[src/logic/clockEdit_params.svh]
// Field count, cursor range, event FIFO depth and APB register map macros
`ifndef CLOCKEDIT_PARAMS_SVH
`define CLOCKEDIT_PARAMS_SVH

////////////////////////////////////////
// Field bank

// Day, month, year, hour, minute, second, timer hour, timer minute, timer second
`define CE_NUM_FIELDS 9

// Two digits per field, tens on even positions
`define CE_CURSOR_MAX 17

////////////////////////////////////////
// Event queue

`define CE_FIFO_DEPTH 4

////////////////////////////////////////
// Register map

// Word index is byte address / 4, fields sit at indexes 0 to 8
`define CE_ADDR_STATUS 9

`endif

[src/logic/clockEditPkg.sv]
// Edit event enum, BCD field union, button/status/load/APB structs and tens digit limits
`default_nettype none

`include "clockEdit_params.svh"

package clockEditPkg;

	typedef enum logic [2:0] {
		evCursorUp,
		evCursorDown,
		evDigitInc,
		evDigitDec,
		evModeToggle
	} editEvent_t;

	typedef struct packed {
		logic up;
		logic down;
		logic next;
		logic previous;
		logic modify;
	} buttonPins_t;

	////////////////////////////////////////
	// One field byte, seen as BCD digits or as a raw byte

	typedef struct packed {
		logic [3:0] tens;
		logic [3:0] ones;
	} bcdDigits_t;

	typedef union packed {
		logic [7:0] raw;
		bcdDigits_t digits;
	} bcdField_u;

	typedef bcdField_u [`CE_NUM_FIELDS-1:0] fieldBank_t;

	typedef struct packed {
		logic       editMode;
		logic [4:0] cursor;
	} editStatus_t;

	typedef struct packed {
		logic       valid;
		logic [3:0] index;
		bcdField_u  value;
	} fieldLoad_t;

	typedef struct packed {
		logic        psel;
		logic        penable;
		logic        pwrite;
		logic [7:0]  paddr;
		logic [31:0] pwdata;
	} apbReq_t;

	typedef struct packed {
		logic        pready;
		logic        pslverr;
		logic [31:0] prdata;
	} apbRsp_t;

	// Highest tens digit per field, the ones digit always tops out at 9
	function automatic logic [3:0] tensLimit(input logic [3:0] index);
		case (index)
			4'd0:    return 4'd3; // Day
			4'd1:    return 4'd1; // Month
			4'd3,
			4'd6:    return 4'd2; // Hour, timer hour
			4'd4, 4'd5,
			4'd7, 4'd8: return 4'd5;
			default: return 4'd9; // Year
		endcase
	endfunction

endpackage

`default_nettype wire

[src/logic/buttonSync.sv]
// buttonSync module with button synchronizer, rising edge detect and prioritized pending presses
`timescale 1ns/10ps
`default_nettype none

module buttonSync (
	input  logic                      BanderaUP,
	input  logic                      BanderaDOWN,
	input  clockEditPkg::buttonPins_t buttons,
	input  logic                      full,
	output logic                      push,
	output clockEditPkg::editEvent_t  pushEvent
);
	import clockEditPkg::*;

	buttonPins_t syncMeta;   // First stage, may go metastable
	buttonPins_t syncStable; // Second stage
	buttonPins_t syncPrev;   // Edge history
	buttonPins_t rise;
	buttonPins_t pending;    // Presses waiting for FIFO space
	buttonPins_t grant;
	buttonPins_t clearMask;

	////////////////////////////////////////
	// Synchronizer and edge detect
	always_ff @(posedge BanderaUP or posedge BanderaDOWN) begin
		if (BanderaDOWN) begin
			syncMeta   <= '0;
			syncStable <= '0;
			syncPrev   <= '0;
		end else begin
			syncMeta   <= buttons;
			syncStable <= syncMeta;
			syncPrev   <= syncStable;
		end
	end

	assign rise = syncStable & ~syncPrev;

	////////////////////////////////////////
	// Pick one press per cycle, fixed order
	always_comb begin
		grant     = '0;
		pushEvent = evCursorUp;
		if (pending.up) begin
			grant.up  = 1'b1;
			pushEvent = evCursorUp;
		end else if (pending.down) begin
			grant.down = 1'b1;
			pushEvent  = evCursorDown;
		end else if (pending.next) begin
			grant.next = 1'b1;
			pushEvent  = evDigitInc;
		end else if (pending.previous) begin
			grant.previous = 1'b1;
			pushEvent      = evDigitDec;
		end else if (pending.modify) begin
			grant.modify = 1'b1;
			pushEvent    = evModeToggle;
		end
	end

	assign push      = (|pending) && !full;
	assign clearMask = push ? grant : '0;

	// A repeat press while its bit is still set merges into it
	always_ff @(posedge BanderaUP or posedge BanderaDOWN) begin
		if (BanderaDOWN)
			pending <= '0;
		else
			pending <= (pending & ~clearMask) | rise;
	end

endmodule

`default_nettype wire

[src/logic/eventFifo.sv]
// eventFifo module, circular queue of edit events with combinational head
`timescale 1ns/10ps
`default_nettype none

`include "clockEdit_params.svh"

module eventFifo (
	input  logic                     BanderaUP,
	input  logic                     BanderaDOWN,
	input  logic                     push,
	input  clockEditPkg::editEvent_t pushEvent,
	input  logic                     pop,
	output logic                     full,
	output logic                     empty,
	output clockEditPkg::editEvent_t headEvent
);
	import clockEditPkg::*;

	localparam int Depth  = `CE_FIFO_DEPTH;
	localparam int PtrW   = (Depth > 1) ? $clog2(Depth) : 1;
	localparam int CountW = $clog2(Depth + 1);

	editEvent_t        queue [Depth];
	logic [PtrW-1:0]   rdPtr;
	logic [PtrW-1:0]   wrPtr;
	logic [CountW-1:0] count;
	logic              doPush;
	logic              doPop;

	function automatic logic [PtrW-1:0] nextPtr(input logic [PtrW-1:0] ptr);
		return (ptr == PtrW'(Depth - 1)) ? '0 : ptr + 1'b1;
	endfunction

	assign full      = (count == CountW'(Depth));
	assign empty     = (count == '0);
	assign doPush    = push && !full;
	assign doPop     = pop && !empty;
	assign headEvent = queue[rdPtr]; // Head shown before the pop

	always_ff @(posedge BanderaUP) begin
		if (doPush)
			queue[wrPtr] <= pushEvent;
	end

	////////////////////////////////////////
	// Pointers and occupancy
	always_ff @(posedge BanderaUP or posedge BanderaDOWN) begin
		if (BanderaDOWN) begin
			rdPtr <= '0;
			wrPtr <= '0;
			count <= '0;
		end else begin
			if (doPush) wrPtr <= nextPtr(wrPtr);
			if (doPop) rdPtr <= nextPtr(rdPtr);
			case ({doPush, doPop})
				2'b10:   count <= count + 1'b1;
				2'b01:   count <= count - 1'b1;
				default: count <= count; // Both or neither
			endcase
		end
	end

endmodule

`default_nettype wire

[src/logic/fieldEditor.sv]
// fieldEditor module holding cursor, edit mode and BCD fields, applying events and host loads
`timescale 1ns/10ps
`default_nettype none

`include "clockEdit_params.svh"

module fieldEditor (
	input  logic                      BanderaUP,
	input  logic                      BanderaDOWN,
	input  logic                      empty,
	input  clockEditPkg::editEvent_t  headEvent,
	input  clockEditPkg::fieldLoad_t  load,
	output logic                      pop,
	output clockEditPkg::fieldBank_t  fields,
	output clockEditPkg::editStatus_t status
);
	import clockEditPkg::*;

	localparam logic [4:0] CursorMax = 5'(`CE_CURSOR_MAX);

	fieldBank_t  fieldsQ;
	editStatus_t statusQ;

	logic [3:0] selIndex;  // Field under the cursor
	logic       selTens;   // Even cursor picks the tens digit
	bcdField_u  selField;
	logic [3:0] digit;
	logic [3:0] limit;
	logic [3:0] incDigit;
	logic [3:0] decDigit;
	bcdField_u  incField;
	bcdField_u  decField;
	logic [4:0] cursorUp;
	logic [4:0] cursorDown;

	// Host load wins the cycle, the event waits in the FIFO
	assign pop = !empty && !load.valid;

	assign fields = fieldsQ;
	assign status = statusQ;

	////////////////////////////////////////
	// Cursor wrap
	assign cursorUp   = (statusQ.cursor == CursorMax) ? 5'd0 : statusQ.cursor + 5'd1;
	assign cursorDown = (statusQ.cursor == 5'd0) ? CursorMax : statusQ.cursor - 5'd1;

	////////////////////////////////////////
	// Selected digit and its stepped values
	assign selIndex = statusQ.cursor[4:1];
	assign selTens  = !statusQ.cursor[0];
	assign selField = fieldsQ[selIndex];

	always_comb begin
		digit = selTens ? selField.digits.tens : selField.digits.ones;
		limit = selTens ? tensLimit(selIndex) : 4'd9;

		// Out of range digits fold back into range
		if (digit >= limit)
			incDigit = 4'd0;
		else
			incDigit = digit + 4'd1;

		if (digit == 4'd0 || digit > limit)
			decDigit = limit;
		else
			decDigit = digit - 4'd1;

		incField = selField;
		decField = selField;
		if (selTens) begin
			incField.digits.tens = incDigit;
			decField.digits.tens = decDigit;
		end else begin
			incField.digits.ones = incDigit;
			decField.digits.ones = decDigit;
		end
	end

	////////////////////////////////////////
	// State update
	always_ff @(posedge BanderaUP or posedge BanderaDOWN) begin
		if (BanderaDOWN) begin
			fieldsQ <= '0;
			statusQ <= '0;
		end else if (load.valid) begin
			fieldsQ[load.index] <= load.value; // Whole byte, no digit check
		end else if (pop) begin
			case (headEvent)
				evCursorUp:   statusQ.cursor <= cursorUp;
				evCursorDown: statusQ.cursor <= cursorDown;
				evDigitInc: begin
					if (statusQ.editMode)
						fieldsQ[selIndex] <= incField;
				end
				evDigitDec: begin
					if (statusQ.editMode)
						fieldsQ[selIndex] <= decField;
				end
				evModeToggle: statusQ.editMode <= !statusQ.editMode;
				default: ;
			endcase
		end
	end

endmodule

`default_nettype wire

[src/logic/apbRegPort.sv]
// apbRegPort module, APB slave decoding field reads, field loads and status reads
`timescale 1ns/10ps
`default_nettype none

`include "clockEdit_params.svh"

module apbRegPort (
	input  logic                      BanderaUP,
	input  logic                      BanderaDOWN,
	input  clockEditPkg::apbReq_t     apbReq,
	input  clockEditPkg::fieldBank_t  fields,
	input  clockEditPkg::editStatus_t status,
	output clockEditPkg::apbRsp_t     apbRsp,
	output clockEditPkg::fieldLoad_t  load
);
	import clockEditPkg::*;

	localparam logic [5:0] StatusIndex = 6'(`CE_ADDR_STATUS);
	localparam logic [5:0] NumFields   = 6'(`CE_NUM_FIELDS);

	logic [5:0] wordIndex;
	logic       setupDone; // Setup phase seen on the last edge
	logic       access;
	logic       fieldHit;
	logic       badAccess;

	assign wordIndex = apbReq.paddr[7:2];
	assign fieldHit  = (wordIndex < NumFields);

	////////////////////////////////////////
	// Phase tracking
	always_ff @(posedge BanderaUP or posedge BanderaDOWN) begin
		if (BanderaDOWN)
			setupDone <= 1'b0;
		else
			setupDone <= apbReq.psel && !apbReq.penable;
	end

	// Zero wait states, ready in every access phase
	assign access = apbReq.psel && apbReq.penable && setupDone;

	// Status is read only
	assign badAccess = (wordIndex > StatusIndex) ||
		(apbReq.pwrite && (wordIndex == StatusIndex));

	////////////////////////////////////////
	// Response
	always_comb begin
		apbRsp.pready  = access;
		apbRsp.pslverr = access && badAccess;
		apbRsp.prdata  = '0;
		if (access && !apbReq.pwrite) begin
			if (fieldHit)
				apbRsp.prdata[7:0] = fields[wordIndex[3:0]].raw;
			else if (wordIndex == StatusIndex)
				apbRsp.prdata[5:0] = status; // Mode on bit 5, cursor below
		end
	end

	////////////////////////////////////////
	// Field load, applied on the edge ending the access
	always_comb begin
		load.valid     = access && apbReq.pwrite && fieldHit;
		load.index     = wordIndex[3:0];
		load.value.raw = apbReq.pwdata[7:0];
	end

endmodule

`default_nettype wire

[src/logic/clockEditTop.sv]
// clockEditTop module connecting button sync, event FIFO, field editor and APB port
`timescale 1ns/10ps
`default_nettype none

module clockEditTop (
	input  logic                      BanderaUP,
	input  logic                      BanderaDOWN,
	input  clockEditPkg::buttonPins_t buttons,
	input  clockEditPkg::apbReq_t     apbReq,
	output clockEditPkg::apbRsp_t     apbRsp
);
	import clockEditPkg::*;

	////////////////////////////////////////
	// Producer to queue
	logic       push;
	logic       full;
	editEvent_t pushEvent;

	////////////////////////////////////////
	// Queue to editor
	logic       pop;
	logic       empty;
	editEvent_t headEvent;

	////////////////////////////////////////
	// Host port and editor
	fieldLoad_t  load;
	fieldBank_t  fields;
	editStatus_t status;

	buttonSync uButtonSync (
		.BanderaUP   (BanderaUP),
		.BanderaDOWN (BanderaDOWN),
		.buttons     (buttons),
		.full        (full),
		.push        (push),
		.pushEvent   (pushEvent)
	);

	eventFifo uEventFifo (
		.BanderaUP   (BanderaUP),
		.BanderaDOWN (BanderaDOWN),
		.push        (push),
		.pushEvent   (pushEvent),
		.pop         (pop),
		.full        (full),
		.empty       (empty),
		.headEvent   (headEvent)
	);

	fieldEditor uFieldEditor (
		.BanderaUP   (BanderaUP),
		.BanderaDOWN (BanderaDOWN),
		.empty       (empty),
		.headEvent   (headEvent),
		.load        (load),
		.pop         (pop),
		.fields      (fields),
		.status      (status)
	);

	apbRegPort uApbRegPort (
		.BanderaUP   (BanderaUP),
		.BanderaDOWN (BanderaDOWN),
		.apbReq      (apbReq),
		.fields      (fields),
		.status      (status),
		.apbRsp      (apbRsp),
		.load        (load)
	);

endmodule

`default_nettype wire

[config.mk]
export PLATFORM = sky130hd
export DESIGN_NAME = clockEditTop
export DESIGN_NICKNAME = d
export VERILOG_FILES = /design/src/logic/clockEditPkg.sv /design/src/logic/buttonSync.sv /design/src/logic/eventFifo.sv /design/src/logic/fieldEditor.sv /design/src/logic/apbRegPort.sv /design/src/logic/clockEditTop.sv
export VERILOG_INCLUDE_DIRS = /design/src /design/src/logic
export SDC_FILE = /design/constraint.sdc
export NUM_CORES = 1
export LEC_CHECK = 0
export ABC_AREA = 1
export BUFFER_PORTS_ARGS = -buffer_cell sky130_fd_sc_hd__buf_2
export CORE_ASPECT_RATIO = 0.8
export CORE_MARGIN = 3
export CORE_UTILIZATION = 54
export CTS_CLUSTER_DIAMETER = 150
export CTS_CLUSTER_SIZE = 40
export DETAILED_ROUTE_END_ITERATION = 8
export HOLD_SLACK_MARGIN = 0.03
export PLACE_DENSITY = 0.77
export SLEW_MARGIN = 20
export SYNTH_ARGS = -nofsm -noshare
export SYNTH_HDL_FRONTEND = slang
export SYNTH_SLANG_ARGS = --single-unit
[constraint.sdc]
create_clock -name BanderaUP -period 3.8 [get_ports BanderaUP]
set_clock_uncertainty 0.1 [all_clocks]
set_input_delay 0.76 -clock BanderaUP [delete_from_list [all_inputs] [get_ports BanderaUP]]
set_output_delay 0.76 -clock BanderaUP [all_outputs]
set_load 0.03 [all_outputs]
# Yosys cells after proc, flatten, opt, wreduce, memory -nomap -nowiden
# Memories as Yosys holds them, arrays and structs flattened.
# Index checks and enable logic that the tools add are counted.
# totals
ff_bits	106
ram_bits	12
romBits	64
in_bits	50
out_inout_bits	34
elab_cells	157
n_memories	2
# memory_table
memory	depth	width	read_ports	rd_clocked_by_memory_dff	write_ports	line_no	text
(name not given)	16	4	1	0	0	clockEditPkg.sv:66	case (index)
uEventFifo.queue	4	3	1	0	1	eventFifo.sv:23	editEvent_t queue [Depth];
# op_classes
addsub	8
magnitude_cmp	8
eq_ne	13
mux	51
bitwise	6
n_reduce_logical	34
# ops
operator	n
$mux 72	4
$bwmux 72	3
$pmux 72 s2	1
$bmux 8 s4	2
$demux 8 s4	2
$mux 8	5
$mux 4	9
$mux 3	6
$mux 5	3
$logic_and 1x1->1	14
$mux 6	2
$and 5x5->5	2
$lt 4x5->1 const B	2
$not 5->5	2
$pmux 5 s2	1
$ge 4x1->1 const B	2
$mux 1	8
$mux 2	4
$eq 2x2->1 const B	3
$eq 3x2->1 const B	2
$eq 3x3->1 const B	2
$eq 6x4->1 const B	1
$gt 6x4->1 const B	1
$logic_not 1->1	6
other kinds (26)	33

# Longest topological paths before layout
# Gate-level depths: netlist (run 1).
# logic_depth
word_depth	12
mapped_depth	24
mapped_depth_nobuf	23

# Hierarchy
# A second synthesis (run 1) with hierarchy kept.
# unflattened
cells_unflattened	1258
area_unflattened_um2	8593.2
# modules_own_cells
mod	instances	cells_each	area_each_um2	seq_area_each_um2
fieldEditor	1	833	5659.2	1951.9
apbRegPort	1	273	1300.0	25.0
eventFifo	1	96	968.4	535.5
buttonSync	1	56	665.6	500.5

# Worst setup path after synthesis (run 1)
# Ideal clock, no wire load.
# synth_timing
path_type	register to register
start	register uFieldEditor.statusQ, in the netlist uFieldEditor.status[1]
end	register uFieldEditor.fieldsQ, in the netlist uFieldEditor.fields[19]
setup_ps	127
arrival_ps	2631
required_time_ps	3573
slack_ps	941
stages_incl_launch_ff	25
n_path_buf	2
synth_period_minus_slack_ps	2859
cell_sequence	dfrtp_1 buf_6 buf_6 nand2_1 nand3_1 nand2_1 nand2_1 nand3_1 nand2_1 nand2_1 ha_1 inv_1 nor2_1 o21ai_0 nand2_1 nand2_1 nand2_2 nand2_1 nand3_2 nand2_1 nand2_1 nand2_1 nand2_2 nand2_4 o21bai_2
# synth_via
elab_chain_len	12
elab_cells_between_ends	27
cone_classes	2 x add/sub; 4 x order compare; 17 x mux; 3 x reduce/logical; 1 x memory
# synth_rtl
item	line_no	text
from (decl)	fieldEditor.sv:22	editStatus_t statusQ;
$bmux 8 s4	fieldEditor.sv:51	assign selField = fieldsQ[selIndex];
$mux 8 (implied by the code)	fieldEditor.sv:51	
$mux 4	fieldEditor.sv:54	digit = selTens ? selField.digits.tens : selField.digits.ones;
$gt 4x4->1 / $logic_not 4->1 (equally long branches)	fieldEditor.sv:63	if (digit == 4'd0 || digit > limit)
$logic_or 1x1->1	fieldEditor.sv:63	
$mux 4	fieldEditor.sv:63	
$mux 4	fieldEditor.sv:70	if (selTens) begin
$bwmux 72	fieldEditor.sv:97	fieldsQ[selIndex] <= decField;
$mux 72	fieldEditor.sv:96	if (statusQ.editMode)
$pmux 72 s2 (*)	fieldEditor.sv:88	case (headEvent)
$mux 72 (*)	fieldEditor.sv:87	end else if (pop) begin
$mux 72 (*)	fieldEditor.sv:85	end else if (load.valid) begin
to (signal, indexed assignment)	fieldEditor.sv:86	fieldsQ[load.index] <= load.value;
to (signal, indexed assignment)	fieldEditor.sv:93	fieldsQ[selIndex] <= incField;
to (signal, indexed assignment)	fieldEditor.sv:97	
to (decl)	fieldEditor.sv:21	fieldBank_t fieldsQ;
# Every way passes the cells marked *; elsewhere a longest branch is shown, timed or not. The select of a mux whose other input is x is not followed.
# A chain may end at the register's enable or synchronous reset.

# Worst setup path after layout (run 1)
# layout_timing
start	register uFieldEditor.statusQ, in the netlist uFieldEditor.status[3]
end	register uFieldEditor.fieldsQ, in the netlist uFieldEditor.fields[19]
# Same word-level chain as after synthesis.

==> impl_results.md, run 1 <==
* Die H at 115 µm
* Status: complete, no violations
* Synth Instances at 1064
* Setup repair bufs after CTS at 0
* Global-route wire length before repair at 41100 µm
* Synth Register Bits at 118
* Routed vias/inst at 6.15
* Critical Path RT at 3990 ps
* Slowest cell on crit path: dfrtp_1
* Num CTS Buffers at 17
* Crit path capture type: register
* Post_cts resized at 0
* Compound-gate portion of the synthesized area at 16.6%
* Final clock period utilization by the worst path at 92.2%
* Largest family of logic cells by synthesized area: simple AND/OR/NAND/NOR gates
* Die Wd at 142 µm
* Top cell by count, worst path: nand2_1
* Final min period at 3500 ps
* Layout Utilization at 62.5%
* Post-Syn Area at 7980 µm²
* CP max FO at 8
* Hold Path Class: in -> async
* Number of diodes at 0
* Pin count of the biggest net entering global routing at 77
* RSZ-0062 raised after global routing: no
* Die ar. at 16300 µm²
* Critical path class: reg -> reg
* Synth top area share at 33.3%
* Critical-path cell list: inv_2, nand2_1, nor3_4, nand2_1, nand3_1, nand2_1, nand2_1, ha_1, inv_1, nor2_1, o21ai_0, nand2_1, nand2_1, nand2_2, nand2_1, nand3_2, nand2_1, nand2_1, nand2_1, nand2_2, nand2_4, o21bai_2
* Placed cell area at 8330 µm²
* Synth Warn # at 0
* Commonest non-fill, non-tap cell in the layout: nand2_1
* Number of flops mapped to enable cells by yosys at 12
* CTS H-tree lvls at 4
* Adder-cell area share of the yosys netlist at 3.23%
* Critical path's largest stage delay at 460 ps
* FP Rows at 39
* Post-synthesis mux area share at 0%
* Slew @ Worst Pin at 626 ps
* Total wire length at 26400 µm
* # IOs at 84
* Synth area leaders: dfrtp_1, nand2_1, nand3_1, inv_1, edfxtp_1
* Post-DRT Antenna Nets at 0
* Static Leak at 4.54 nW
* Clock-pin slew on the worst setup and hold paths at 60 ps
* Setup TNS Final at 0 ps
* Final Wtd Congestion at 0.987
* DRT iter0 DRCs at 1363
* Simple-gate portion of the synthesized area at 29.9%
* Most frequent cells in the layout: nand2_1, inv_1, nand3_1, dfrtp_1, nor2_1
* First-pass DRT Iterations at 8
* I/O Buffers at 33
* Total gr overflow at 0
* Vias in the first global route at 7428
* # setup viols final at 0
* Arr. time, crit path at 3700 ps
* Clk buf depth at 2
* Post-synth top flop: dfrtp_1
* Achievable frequency at 286 MHz
* Nets@finish at 1181
* Setup crit start kind: register
* Async SR Flop Fraction at 89.8%
* Mean Syn Cell Area at 7.50 µm²
* Worst-case vdd ir drop at 0.000926 V
* Design area at 8960 µm²
* Core area at 14300 µm²
* Xor/xnor share of the synthesized area at 0.439%
* Relative slew slack at 58.0%
* Initial Util at 55.6%
* Initial antenna violation count at 0
* Total power at 8.91 mW
* Gr usage total at 33.2%
* Area growth, synth to finish at 12.3%
* Pwr dens at 994 nW/µm²
* CTS root buf: clkbuf_16
* Netlist cell types at 51
* Area leader, netlist: dfrtp_1
* Final-report max-slew violation count at 0
* Sink Count at 118
* Hold_buf cts at 0
* Sequential element share of the synthesized area at 37.8%
* Max-cap check violation count at 0
* Worst skew pair latency at 430 ps
* Hold Fails Final Rpt at 0
* Via count at 8045
* Post-DP HPWL at 18700 µm
* Residual DRC count at 0
* CTS tree: yes
* Layout cell share with drive strength beyond 1 at 14.5%
* DR WL/cell at 20.2 µm
## area by class of cell
type	count	area, µm²
fill	1263	5390
multi-input combinational	758	4090
sequential	118	3010
inverter	157	592
clock buffer	18	450
timing repair buffer	59	398
tap	184	230
clock inverter	14	184
## metal layers
layer  wire length, µm  part of all wire (%)  vias up  global-route usage [%]
li1                  -                     -     3643                       -
met1             10700                    40     3654                    45.6
met2             10500                    40      623                    45.3
met3              3960                    15      125                    14.2
met4              1210                   4.6        0                    15.0
met5                 0                     0        -                       0
## critical path, delay by kind of cell, from the launching register on
family / cells / cell delay (ps)
adder cells (fa/ha/maj): 1 / 270
buffers and inverters: 2 / 260
flip-flops: 1 / 460
AND/OR/NAND/NOR: 17 / 2000
AO/OA/AOI/OAI: 2 / 270
## stage by stage
stage / setup slack [ps] / hold WS (ps) / std cells
6_report: 298 / 227 / 1308
5_1_grt: 51.2 / 247 / 1308
3_5_place_dp: 374 / 235 / 1276
3_3_place_gp: 454 / 232 / 1276
4_1_cts: 364 / 231 / 1308
2_1_floorplan: 151 / 231 / 1087
## worst paths after layout
path                            cells after the start                     from                   endpoint  slack (ps)
max in group asynchronous                           3              BanderaDOWN    uFieldEditor.fields[38]        2600
worst min-delay path                                2              BanderaDOWN  uButtonSync.syncStable[3]         230
worst min register to register                      0  uButtonSync.syncMeta[2]  uButtonSync.syncStable[2]         250
worst max-delay path                               22   uFieldEditor.status[3]    uFieldEditor.fields[19]         300
worst max register to register                     22   uFieldEditor.status[3]    uFieldEditor.fields[19]         300
min in group BanderaUP                              0  uButtonSync.syncMeta[2]  uButtonSync.syncStable[2]         250
## flip-flops by register name, summed over array words and instances, names as in the netlist
register and flops:
uButtonSync.pending 5, uButtonSync.syncPrev 5, uFieldEditor.status 6, uEventFifo.queue 12, uApbRegPort.setupDone 1, uEventFifo.count 3
uEventFifo.rdPtr 2, uButtonSync.syncStable 5, uButtonSync.syncMeta 5, uFieldEditor.fields 72, uEventFifo.wrPtr 2
## cell usage after synthesis, drive strengths merged (3+ instances only)
cell type  number
inv           155
dfrtp         106
o21bai          7
nand4          19
o221ai         15
o21ai          55
buf            45
nor3           15
a21oi          36
nand3         143
ha             19
edfxtp         12
a221oi          3
nor2           74
o2111ai         6
nand2         256
a22oi          28
clkbuf          9
or2             3
xnor2           4
o211ai          9
o22ai          27
a31oi           3
## power breakdown
part           switching (mW)  total, mW  internal (mW)
sequential              0.335       2.09           1.75
clock                   0.673       1.76           1.09
combinational            3.59       5.06           1.47
## cells by family (layout without fill, tap and decap cells)
kind of cell    Yosys count  count (layout)
simple gates            511             511
compound gates          199             199
buf+inv                 211             248
other cells               1              24
flops                   118             118
fa+ha+maj                20              20
xor+xnor                  4               4
No activity file was read; power rests on OpenSTA's default activity.
==> run 2: changes to the inputs <==
--- a/config.mk
+++ b/config.mk
@@ -7,12 +7,13 @@
 export NUM_CORES = 1
 export LEC_CHECK = 0
 export ABC_AREA = 1
+export ABC_CLOCK_PERIOD_IN_PS = 3800
 export BUFFER_PORTS_ARGS = -buffer_cell sky130_fd_sc_hd__buf_2
 export CORE_ASPECT_RATIO = 0.8
 export CORE_MARGIN = 3
 export CORE_UTILIZATION = 54
 export CTS_CLUSTER_DIAMETER = 150
-export CTS_CLUSTER_SIZE = 40
+export CTS_CLUSTER_SIZE = 24
 export DETAILED_ROUTE_END_ITERATION = 8
 export HOLD_SLACK_MARGIN = 0.03
 export PLACE_DENSITY = 0.77
==> constraint.sdc (replaced) <==
create_clock -name BanderaUP -period 3.8 [get_ports BanderaUP]
set_clock_uncertainty 0.1 [all_clocks]
set_input_delay 0.19 -clock BanderaUP [delete_from_list [all_inputs] [get_ports BanderaUP]]
set_output_delay 0.19 -clock BanderaUP [all_outputs]
set_load 0.03 [all_outputs]
==> impl_results.md, run 2 (synthesized netlist as in run 1, its figures left out) <==
* I/O Buffers at 33 (unchanged)
* Nets@finish at 1190 (+0.76%)
* Commonest non-fill, non-tap cell in the layout: nand2_1
* Max-cap check violation count at 0 (unchanged)
* Post-DRT Antenna Nets at 0 (unchanged)
* Crit path from: uFieldEditor.status[2]
* CP max FO at 14 (+6)
* Slowest cell on crit path: dfrtp_1
* Post-DP HPWL at 18000 µm (-3.8%)
* Status: complete, no violations
* Layout cell share with drive strength beyond 1 at 14.0% (-0.47 points)
* CTS root buf: clkbuf_16
* CTS H-tree lvls at 4 (unchanged)
* Hold Fails Final Rpt at 0 (unchanged)
* Reg-to-reg critical path startpoint: uFieldEditor.status[2]
* Initial Util at 55.6% (unchanged)
* Num CTS Buffers at 17 (unchanged)
* Die Wd at 142 µm (unchanged)
* Final-report max-slew violation count at 0 (unchanged)
* R2R cell count at 22 (unchanged)
* Worst-case vdd ir drop at 0.000895 V (-3.3%)
* Pwr dens at 974 nW/µm² (-2.0%)
* R2R Path End: uFieldEditor.fields[19]
* Critical Path RT at 4000 ps (about the same)
* Number of diodes at 0 (unchanged)
* Die H at 115 µm (unchanged)
* # setup viols final at 0 (unchanged)
* DRT iter0 DRCs at 1224 (-10%)
* Initial antenna violation count at 0 (unchanged)
* Gr usage total at 31.6% (-1.6 points)
* Residual DRC count at 0 (unchanged)
* Critical path class: reg -> reg
* Clk buf depth at 2 (unchanged)
* CTS tree: yes
* Die ar. at 16300 µm² (unchanged)
* Clock-pin slew on the worst setup and hold paths at 60 ps (about the same)
* Placed cell area at 8290 µm² (-0.45%)
* Setup TNS Final at 0 ps (unchanged)
* Vias in the first global route at 7395 (-0.44%)
* Achievable frequency at 289 MHz (+1.2%)
* Hold Path Class: in -> reg
* First-pass DRT Iterations at 7 (-1)
* Slew @ Worst Pin at 753 ps (+127 ps)
* Crit path capture type: register
* FP Rows at 39 (unchanged)
* Total gr overflow at 0 (unchanged)
* Area growth, synth to finish at 13.7%
* Pin count of the biggest net entering global routing at 107 (+39%)
* Dpl ws at 395 ps (+20.9 ps)
* Critical path's largest stage delay at 390 ps (-70 ps)
* Design area at 9070 µm² (+1.2%)
* Arr. time, crit path at 3660 ps (-40 ps)
* Final Wtd Congestion at 1.01 (+2.3%)
* Max FFs per register at 72 (unchanged)
* Core area at 14300 µm² (unchanged)
* Critical-path cell list: inv_2, buf_4, nand3_1, nand3_2, nand3_1, nand2_1, nand2_1, ha_1, inv_1, nor2_1, o21ai_0, nand2_1, nand2_1, nand2_2, nand2_1, nand3_2, nand2_1, nand2_1, nand2_1, nand2_2, nand2_4, o21bai_2
* Final clock period utilization by the worst path at 91.1% (-1.1 points)
* Total wire length at 25000 µm (-5.3%)
* Top cell by count, worst path: nand2_1
* R2r setup slk at 340 ps (+40 ps)
* # IOs at 84 (unchanged)
* RSZ-0062 raised after global routing: no
* Worst skew pair latency at 430 ps (about the same)
* DR WL/cell at 19.0 µm (-6.0%)
* Global-route wire length before repair at 39700 µm (-3.5%)
* Crit path to: uFieldEditor.fields[19]
* Sink Count at 118 (unchanged)
* Final min period at 3460 ps (-40.2 ps)
* Setup crit start kind: register
* Via count at 7964 (-1.0%)
* Setup ws final at 338 ps (+40.2 ps)
* Relative slew slack at 49.7% (-8.3 points)
* Routed vias/inst at 6.05 (-1.7%)
* Most frequent cells in the layout: nand2_1, inv_1, nand3_1, dfrtp_1, nor2_1
* Static Leak at 4.57 nW (+0.76%)
-- run 2: per-stage QoR --
stage	power (mW)	utilization, %	hold slack (ps)	std cells
floorplan	5.63	-	121	1087
global placement	6.75	57.8	197	1271
detailed placement	6.86	57.8	200	1271
CTS	8.64	63.1	33.1	1316
global route	9.45	63.2	63.7	1317
finish	8.83	63.2	65.7	1317
-- run 2: critical path: cells and delay by family, from the launching register on --
family	cells	cell delay, ps
DFF	1	390
buffers and inverters	3	600
AOI/OAI and AO/OA	2	260
adders and majority gates	1	330
and+or+nand+nor	16	1610
-- run 2: where the power goes --
part / leakage (nW) / switching (mW) / internal, mW
sequential: 1.36 / 0.317 / 1.75
combinational: 2.90 / 3.54 / 1.48
clock: 0.307 / 0.660 / 1.09
-- run 2: layer usage --
layer / vias up / part of all wire [%] / global-route usage [%]
met3: 60 / 15 / 13.1
li1: 3673 / - / -
met5: - / 0 / 0
met1: 3680 / 41 / 43.9
met2: 551 / 42 / 45.6
met4: 0 / 2.3 / 9.08
-- run 2: how the worst min path moves through the flow --
stage / start / to / slack, ps / depth (start not counted)
detailed placement: buttons[4] / uButtonSync.syncMeta[4] / 200 / 1
finish: apbReq[4] / uFieldEditor.fields[12] / 70 / 3
floorplan: buttons[0] / uButtonSync.syncMeta[0] / 120 / 0
CTS: apbReq[5] / uFieldEditor.fields[13] / 30 / 3
global route: apbReq[2] / uFieldEditor.fields[2] / 60 / 3
global placement: buttons[3] / uButtonSync.syncMeta[3] / 200 / 1
-- run 2: area by class of cell --
cell class,count,area [µm²]
repair buffers,68,498
well taps,184,230
inverters,157,592
multi-input cells,758,4100
clock buffers,18,450
fillers,1265,5280
flip-flops and latches,118,3010
clock inverters,14,186
-- run 2: repair_timing --
| action | 4_1_cts | 5_1_grt |
|---|---|---|
| hold endpoints to repair | 122 | 0 |
| hold buffers | 13 | 0 |
| setup buffers | 0 | 1 |
| resized for setup | 0 | 1 |
| setup endpoints to repair | 0 | 18 |
